### src/sched_cfg_pkg.sv
// Configuration register map and field types shared by the scheduler register file and its users
package sched_cfg_pkg;

  localparam int unsigned NumCfgRegs = 8;

  // Register indices as written over the configuration port
  typedef enum logic [2:0] {
    REG_X_ADDR      = 3'd0,
    // Column iterations in [15:0], row iterations in [31:16]
    REG_X_ITERS     = 3'd1,
    // W passes per row tile in [15:0]
    REG_W_ITERS     = 3'd2,
    REG_X_ROWS_OFFS = 3'd3,
    REG_X_D1_STRIDE = 3'd4,
    // Total X bursts in [15:0]
    REG_TOT_X_READ  = 3'd5,
    // Rows of the last row tile in [31:24], zero for a full tile
    REG_LEFTOVERS   = 3'd6,
    // Operation select in bit 0
    REG_OP_SEL      = 3'd7
  } cfg_reg_e;

  typedef logic [31:0] cfg_word_t;

  typedef logic [15:0] iter_t;

  // Plain product, or product accumulated onto a Y operand
  typedef enum logic {
    OP_GEMM     = 1'b0,
    OP_GEMM_ACC = 1'b1
  } gemm_op_e;

endpackage : sched_cfg_pkg

### src/sched_stream_pkg.sv
// Streamer-side descriptor types and stream indices used by the walker and the launcher
package sched_stream_pkg;

  localparam int unsigned NumStreams = 4;

  // Byte address in the shared memory
  typedef logic [31:0] addr_t;

  // Burst length counted in rows
  typedef logic [15:0] len_t;

  // Position of each stream in the ready and request vectors
  typedef enum logic [1:0] {
    STR_X = 2'd0,
    STR_W = 2'd1,
    STR_Y = 2'd2,
    STR_Z = 2'd3
  } stream_e;

endpackage : sched_stream_pkg

### src/sched_cfg_if.sv
// Decoded configuration fields passed from the register file to the walker and the launcher
`timescale 1ns/1ps

interface sched_cfg_if import sched_cfg_pkg::*; ();

  cfg_word_t   x_addr;
  iter_t       x_col_iters;
  iter_t       x_row_iters;
  iter_t       w_iters;
  cfg_word_t   x_rows_offs;
  cfg_word_t   x_d1_stride;
  iter_t       tot_x_read;
  logic [7:0]  leftover_rows;
  gemm_op_e    op;

  modport regfile (
    output x_addr, x_col_iters, x_row_iters, w_iters, x_rows_offs,
           x_d1_stride, tot_x_read, leftover_rows, op
  );

  // Tile walk geometry only
  modport walker (
    input x_addr, x_col_iters, x_row_iters, w_iters, x_rows_offs,
          x_d1_stride, leftover_rows
  );

  modport launcher (
    input tot_x_read, op
  );

endinterface : sched_cfg_if

### src/mem_sched_top.sv
// Memory scheduler top level, connects the register file, the X tile walker and the stream launcher
`timescale 1ns/1ps

module mem_sched_top
  import sched_cfg_pkg::*;
  import sched_stream_pkg::*;
#(
  parameter int unsigned ArrayWidth = 12,
  parameter int unsigned TileJmp    = 32
) (
  input  logic      clk_i,
  input  logic      rst_ni,
  input  logic      clear_i,
  // Configuration port
  input  logic      cfg_we_i,
  input  cfg_reg_e  cfg_addr_i,
  input  cfg_word_t cfg_data_i,
  // Scheduler control
  input  logic      x_done_i,
  input  logic      first_load_i,
  input  logic      idle_i,
  // Streamer handshake
  input  logic      x_ready_i,
  input  logic      w_ready_i,
  input  logic      y_ready_i,
  input  logic      z_ready_i,
  output logic      x_req_o,
  output logic      w_req_o,
  output logic      y_req_o,
  output logic      z_req_o,
  // X stream descriptor
  output addr_t     x_base_addr_o,
  output len_t      x_tot_len_o,
  output addr_t     x_d1_stride_o
);

  sched_cfg_if cfg_if ();

  sched_regfile i_regfile (
    .clk_i      (clk_i),
    .rst_ni     (rst_ni),
    .cfg_we_i   (cfg_we_i),
    .cfg_addr_i (cfg_addr_i),
    .cfg_data_i (cfg_data_i),
    .cfg        (cfg_if.regfile)
  );

  x_tile_walker #(
    .ArrayWidth (ArrayWidth),
    .TileJmp    (TileJmp)
  ) i_x_walker (
    .clk_i         (clk_i),
    .rst_ni        (rst_ni),
    .clear_i       (clear_i),
    .x_done_i      (x_done_i),
    .cfg           (cfg_if.walker),
    .x_base_addr_o (x_base_addr_o),
    .x_tot_len_o   (x_tot_len_o),
    .x_d1_stride_o (x_d1_stride_o)
  );

  stream_launcher i_launcher (
    .clk_i        (clk_i),
    .rst_ni       (rst_ni),
    .clear_i      (clear_i),
    .x_done_i     (x_done_i),
    .first_load_i (first_load_i),
    .idle_i       (idle_i),
    .cfg          (cfg_if.launcher),
    .x_ready_i    (x_ready_i),
    .w_ready_i    (w_ready_i),
    .y_ready_i    (y_ready_i),
    .z_ready_i    (z_ready_i),
    .x_req_o      (x_req_o),
    .w_req_o      (w_req_o),
    .y_req_o      (y_req_o),
    .z_req_o      (z_req_o)
  );

endmodule : mem_sched_top

### src/sched_regfile.sv
// Configuration register file, written one word per strobe and decoded into scheduler fields
`timescale 1ns/1ps

module sched_regfile
  import sched_cfg_pkg::*;
(
  input  logic      clk_i,
  input  logic      rst_ni,
  input  logic      cfg_we_i,
  input  cfg_reg_e  cfg_addr_i,
  input  cfg_word_t cfg_data_i,
  sched_cfg_if.regfile cfg
);

  cfg_word_t regs_q [NumCfgRegs];

  always_ff @(posedge clk_i or negedge rst_ni) begin : cfg_regs
    if (!rst_ni) begin
      for (int i = 0; i < NumCfgRegs; i++) begin
        regs_q[i] <= '0;
      end
    end else if (cfg_we_i) begin
      regs_q[cfg_addr_i] <= cfg_data_i;
    end
  end

  // Full words
  assign cfg.x_addr      = regs_q[REG_X_ADDR];
  assign cfg.x_rows_offs = regs_q[REG_X_ROWS_OFFS];
  assign cfg.x_d1_stride = regs_q[REG_X_D1_STRIDE];

  // Packed iteration counts
  assign cfg.x_col_iters = regs_q[REG_X_ITERS][15:0];
  assign cfg.x_row_iters = regs_q[REG_X_ITERS][31:16];
  assign cfg.w_iters     = regs_q[REG_W_ITERS][15:0];
  assign cfg.tot_x_read  = regs_q[REG_TOT_X_READ][15:0];

  // Leftover rows sit in the top byte
  assign cfg.leftover_rows = regs_q[REG_LEFTOVERS][31:24];

  assign cfg.op = gemm_op_e'(regs_q[REG_OP_SEL][0]);

endmodule : sched_regfile

### src/stream_launcher.sv
// Start-request generation for the X, W, Y and Z streamers, with X relaunched until all reads are done
`timescale 1ns/1ps

module stream_launcher
  import sched_cfg_pkg::*;
  import sched_stream_pkg::*;
(
  input  logic clk_i,
  input  logic rst_ni,
  input  logic clear_i,
  input  logic x_done_i,
  input  logic first_load_i,
  input  logic idle_i,
  sched_cfg_if.launcher cfg,
  input  logic x_ready_i,
  input  logic w_ready_i,
  input  logic y_ready_i,
  input  logic z_ready_i,
  output logic x_req_o,
  output logic w_req_o,
  output logic y_req_o,
  output logic z_req_o
);

  iter_t                 x_reads_q;
  logic                  x_relaunch;
  logic [NumStreams-1:0] ready;
  logic [NumStreams-1:0] req;

  // Runs free until clear, so the X stream stops once the total is reached
  always_ff @(posedge clk_i or negedge rst_ni) begin : x_read_counter
    if (!rst_ni) begin
      x_reads_q <= '0;
    end else if (clear_i) begin
      x_reads_q <= '0;
    end else if (x_done_i) begin
      x_reads_q <= x_reads_q + iter_t'(1);
    end
  end

  assign x_relaunch = x_reads_q != '0 && x_reads_q != cfg.tot_x_read;

  assign ready[STR_X] = x_ready_i;
  assign ready[STR_W] = w_ready_i;
  assign ready[STR_Y] = y_ready_i;
  assign ready[STR_Z] = z_ready_i;

  always_comb begin : req_start
    req[STR_X] = !idle_i && (first_load_i || x_relaunch) && ready[STR_X];
    req[STR_W] = first_load_i && ready[STR_W];
    // Y only carries the accumulation operand
    req[STR_Y] = first_load_i && cfg.op == OP_GEMM_ACC && ready[STR_Y];
    req[STR_Z] = first_load_i && ready[STR_Z];
  end

  assign x_req_o = req[STR_X];
  assign w_req_o = req[STR_W];
  assign y_req_o = req[STR_Y];
  assign z_req_o = req[STR_Z];

endmodule : stream_launcher

### src/x_tile_walker.sv
// X operand tile walker, steps through column tiles, W passes and row tiles on each X burst done
`timescale 1ns/1ps

module x_tile_walker
  import sched_cfg_pkg::*;
  import sched_stream_pkg::*;
#(
  parameter int unsigned ArrayWidth = 12,
  parameter int unsigned TileJmp    = 32
) (
  input  logic  clk_i,
  input  logic  rst_ni,
  input  logic  clear_i,
  input  logic  x_done_i,
  sched_cfg_if.walker cfg,
  output addr_t x_base_addr_o,
  output len_t  x_tot_len_o,
  output addr_t x_d1_stride_o
);

  iter_t col_cnt_q;
  iter_t w_cnt_q;
  iter_t row_cnt_q;
  addr_t col_offs_q;
  addr_t row_offs_q;

  logic  col_last;
  logic  w_last;
  logic  row_last;
  logic  w_step;
  logic  row_step;

  // Each counter wraps on the last value of its configured range
  assign col_last = col_cnt_q == cfg.x_col_iters - iter_t'(1);
  assign w_last   = w_cnt_q == cfg.w_iters - iter_t'(1);
  assign row_last = row_cnt_q == cfg.x_row_iters - iter_t'(1);

  assign w_step   = x_done_i && col_last;
  assign row_step = w_step && w_last;

  always_ff @(posedge clk_i or negedge rst_ni) begin : col_counter
    if (!rst_ni) begin
      col_cnt_q <= '0;
    end else if (clear_i) begin
      col_cnt_q <= '0;
    end else if (x_done_i) begin
      col_cnt_q <= col_last ? '0 : col_cnt_q + iter_t'(1);
    end
  end

  always_ff @(posedge clk_i or negedge rst_ni) begin : w_counter
    if (!rst_ni) begin
      w_cnt_q <= '0;
    end else if (clear_i) begin
      w_cnt_q <= '0;
    end else if (w_step) begin
      w_cnt_q <= w_last ? '0 : w_cnt_q + iter_t'(1);
    end
  end

  always_ff @(posedge clk_i or negedge rst_ni) begin : row_counter
    if (!rst_ni) begin
      row_cnt_q <= '0;
    end else if (clear_i) begin
      row_cnt_q <= '0;
    end else if (row_step) begin
      row_cnt_q <= row_last ? '0 : row_cnt_q + iter_t'(1);
    end
  end

  // Column offset restarts at every column wrap, so each W pass rereads the same row tile
  always_ff @(posedge clk_i or negedge rst_ni) begin : col_offset
    if (!rst_ni) begin
      col_offs_q <= '0;
    end else if (clear_i) begin
      col_offs_q <= '0;
    end else if (x_done_i) begin
      col_offs_q <= col_last ? '0 : col_offs_q + addr_t'(TileJmp);
    end
  end

  always_ff @(posedge clk_i or negedge rst_ni) begin : row_offset
    if (!rst_ni) begin
      row_offs_q <= '0;
    end else if (clear_i) begin
      row_offs_q <= '0;
    end else if (row_step) begin
      row_offs_q <= row_last ? '0 : row_offs_q + cfg.x_rows_offs;
    end
  end

  assign x_base_addr_o = cfg.x_addr + row_offs_q + col_offs_q;

  // Short last row tile when leftovers are configured
  assign x_tot_len_o = (row_last && cfg.leftover_rows != '0) ? len_t'(cfg.leftover_rows)
                                                              : len_t'(ArrayWidth);

  assign x_d1_stride_o = cfg.x_d1_stride;

endmodule : x_tile_walker

### config.mk
export PLATFORM = sky130hd
export DESIGN_NAME = mem_sched_top
export DESIGN_NICKNAME = d
export VERILOG_FILES = /design/src/sched_cfg_pkg.sv /design/src/sched_stream_pkg.sv /design/src/sched_cfg_if.sv /design/src/mem_sched_top.sv /design/src/sched_regfile.sv /design/src/stream_launcher.sv /design/src/x_tile_walker.sv
export SDC_FILE = /design/constraint.sdc
export NUM_CORES = 1
export LEC_CHECK = 0
export ABC_AREA = 0
export BUFFER_PORTS_ARGS = -buffer_cell sky130_fd_sc_hd__buf_2
export CORE_ASPECT_RATIO = 1.4
export CORE_MARGIN = 2
export CORE_UTILIZATION = 31
export CTS_CLUSTER_SIZE = 40
export DETAILED_ROUTE_END_ITERATION = 12
export PLACE_DENSITY = 0.51
export SLEW_MARGIN = 25
export SYNTH_ARGS = -nofsm -noshare
export SYNTH_HDL_FRONTEND = slang
export SYNTH_SLANG_ARGS = --single-unit
### constraint.sdc
create_clock -name clk_i -period 3.9 [get_ports clk_i]
set_input_delay 0.78 -clock clk_i [delete_from_list [all_inputs] [get_ports clk_i]]
set_output_delay 0.78 -clock clk_i [all_outputs]
set_load 0.01 [all_outputs]
==> flow_summary.json <==
{
  "status": "finished with violations",
  "violations": "setup timing",
  "num_vias": 14200,
  "synthArstFlopShare_pct": 100,
  "worst-path-buf-inv": 3,
  "slew_violations": 0,
  "wl_per_cell_um": 19.0,
  "multi_input_area_um2": 10600,
  "p_leak_uw": 0.00997,
  "fp.dieH_um": 287,
  "yosysMostFrequentCell": "dfrtp_1",
  "synth.top_cells.by_area": "dfrtp_1, mux2_2, ha_1, o21ai_0, xnor2_1",
  "detail_route.wirelength_um": 52000,
  "r2r_start": "i_regfile.cfg.w_iters[0]",
  "pwr-share-seq_pct": 40.9,
  "cpLargestDelayFamily": "compound AO/OA/AOI/OAI gates",
  "crit_chain": "fa_1, ha_4, and3_4, a221o_1, buf_6, a31oi_4, a21oi_2, buf_4, o211a_4, nand2b_4, a31oi_4, xnor2_2, buf_2",
  "path_max_fanout": 3,
  "powerDensity_nw_per_um2": 420,
  "switchingPower_uw": 2860,
  "synth_edf_count": 0,
  "numPortBuffers": 121,
  "netlist_instances": 1728,
  "fillerInstances": 5542,
  "ctsHoldBuffers": 0,
  "yosys_warnings": 0,
  "yosys_most_used_dff": "dfrtp_1",
  "hp-class": "in -> async",
  "finalSetupViolCount": 24,
  "internal_power_uw": 6400,
  "reg2reg_to": "i_x_walker.row_cnt_q[12]",
  "pin_count": 130,
  "fp-row-count": 103,
  "setup.worst_path.class": "reg -> out",
  "drive_gt1_share_pct": 29.8,
  "finalHoldViolCount": 0,
  "pwr-share-comb_pct": 24.7,
  "finalCritPeriodShare_pct": 117,
  "insertedDiodeCount": 0,
  "yosysTopAreaCell": "dfrtp_1",
  "ys_seq_area_share_pct": 41.1,
  "crit_path_start": "i_x_walker.col_offs_q[11]",
  "cts.sinks": 292,
  "p_clk_share_pct": 34.4,
  "slowest_delay_ps": 610,
  "post_synth_num_cell_types": 78,
  "place_area_um2": 20000,
  "fin_skew_ps": 26.4,
  "syn_to_final_growth_pct": 23.8,
  "track_usage_pct": 17.7,
  "cts_tree": "built",
  "clk-insertion-delay-late_ps": 550,
  "clk_path_buf_depth": 3,
  "syn_avg_cell_area_um2": 10.3,
  "ys_top_cells_by_count": "dfrtp_1, mux2_2, o21ai_0",
  "switching_share_pct": 30.9,
  "reg2reg_slack_ps": 140,
  "final_area_um2": 22000,
  "ys_ff_latch": 292,
  "gp_congestion": 0.843,
  "worstPathRequired_ps": 3120,
  "fp.dieW_um": 206,
  "htreeDepth": 2,
  "grt_pass1_wl_um": 81600,
  "pre_cts_ws_ps": -242,
  "crit_path_start_kind": "flop",
  "fin_ws_ps": -669,
  "start_util_pct": 31.5,
  "ir_drop_uv": 362,
  "ant_nets": 0,
  "drtIter0Drc": 591,
  "core_area_um2": 56600,
  "setup.worst_path.end": "x_base_addr_o[26]",
  "clk_pin_slew_ps": 60,
  "synth_top_area_share_pct": 41.1,
  "dieArea_um2": 59400,
  "routed_via_density": 5.20,
  "reg2regPathDepth": 11,
  "path_depth": 13,
  "slowest_stage": "fa_1",
  "grt_remaining_overflow": 0,
  "dp_hpwl_um": 38200,
  "crit_path_end_kind": "output pin",
  "cp_common_cell": "a31oi_4",
  "fin_crit_ps": 4570,
  "antenna_found_initial": 0,
  "tightest_slew_ps": 955,
  "grt_pass1_vias": 14500,
  "layout.nets": 2125,
  "cts_inserted_buffers": 34,
  "route.detailed.drc": 0,
  "drt_pass1_iterations": 7,
  "fmax_ghz": 0.219,
  "crit_arrival_ps": 3790,
  "syn_area_um2": 17800,
  "timing.slew.headroom_pct": 36.0,
  "grt_start_max_net_pins": 83,
  "drv_cap": 0,
  "cts_root_buf": "clkbuf_16",
  "rsz0062_at_grt": "yes",
  "seq_area_um2": 7310
}
-- metal layers --
metal / global-route usage, % / vias to the layer above / share of wire (%) / wire length (um)
met5: 0 / - / 0 / 0
met4: 7.00 / 0 / 3.9 / 2010
met3: 2.42 / 90 / 3.3 / 1720
met2: 33.0 / 261 / 53 / 27700
met1: 20.2 / 7120 / 40 / 20600
li1: - / 6739 / - / -
-- cell type report --
type                    count  area share, %
multi-input cells        1331           48.1
flip-flops and latches    292           33.2
repair buffers            278           8.95
clock buffers              45           4.33
well taps                 735           4.17
inverters                  39          0.665
clock inverters            13          0.613
-- worst min path at each step --
stage                                   from                       endpoint  depth (start not counted)
2_1_floorplan      i_x_walker.col_offs_q[31]      i_x_walker.col_offs_q[31]                          1
3_3_place_gp   i_regfile.cfg.x_d1_stride[13]  i_regfile.cfg.x_d1_stride[13]                          1
3_5_place_dp   i_regfile.cfg.x_d1_stride[31]  i_regfile.cfg.x_d1_stride[31]                          1
4_1_cts                               rst_ni      i_x_walker.col_offs_q[24]                          1
5_1_grt                               rst_ni      i_x_walker.col_offs_q[21]                          1
6_report                              rst_ni      i_x_walker.col_offs_q[21]                          1
-- registers in the layout (all words and copies together) (netlist names), 8 cells and up --
signal / count
i_regfile.cfg.x_addr: 32
i_regfile.cfg.x_d1_stride: 32
i_regfile.cfg.x_rows_offs: 32
i_x_walker.row_offs_q: 32
i_x_walker.col_offs_q: 27
i_launcher.x_reads_q: 16
i_regfile.cfg.tot_x_read: 16
i_regfile.cfg.w_iters: 16
i_regfile.cfg.x_col_iters: 16
i_regfile.cfg.x_row_iters: 16
i_x_walker.col_cnt_q: 16
i_x_walker.row_cnt_q: 16
i_x_walker.w_cnt_q: 16
i_regfile.cfg.leftover_rows: 8
-- power by group through the flow --
stage	registers (uW)	clock network, uW	logic [uW]
after floorplan	3770	0	1400
after global placement	3810	0	2120
after detailed placement	3830	0	2150
after CTS	3780	3290	2260
after global routing	3850	3400	2520
final	3780	3190	2290
-- timing repair --
item                       4_1_cts  5_1_grt
setup endpoints to repair       32       34
resized for setup               80       60
buffers inserted                23       20
cloned                           0        0
pin swaps                       47       60
-- cell usage in the layout, fill, tap and decap left out, types with 15 or more instances in the layout --
cell type	netlist	final
a21o_1	25	25
a21oi_1	59	49
a22o_1	34	34
and3_1	52	49
buf_2	10	115
buf_4	10	130
buf_6	2	27
clkbuf_16	0	35
dfrtp_1	292	288
fa_1	28	26
ha_1	75	65
inv_1	39	37
mux2_2	162	162
nand2_1	78	77
nand2b_1	48	47
nand3_1	49	47
nand4_1	15	15
nor2_1	114	107
nor2b_1	23	22
nor3_1	25	23
nor4_1	29	25
o21ai_0	149	139
o31ai_1	18	18
xnor2_1	79	72
xor2_1	72	70
-- per-stage QoR --
stage          util, %  total power, uW  std cells  TNS, ps  hold WS (ps)
2_1_floorplan        -             5170       1735        0           465
3_3_place_gp      35.4             5930       2639    -1080           483
3_5_place_dp      35.4             5980       2639    -1020           492
4_1_cts           38.2             9330       2718    -7400           245
5_1_grt           38.9             9770       2733   -12560           265
6_report          38.9             9260       2733    -8710           220
-- kinds of logic after synthesis --
group	count (synthesis)	synth area share, %
XOR/XNOR	152	7.56
AND/OR/NAND/NOR	511	15.7
multiplexers	172	10.8
AO/OA/AOI/OAI	385	13.7
adder cells (fa/ha/maj)	103	8.42
buffers and inverters	112	2.73
flip-flops	292	41.1
other	1	0.0211
Note: power is estimated with default switching activity, not from simulation.
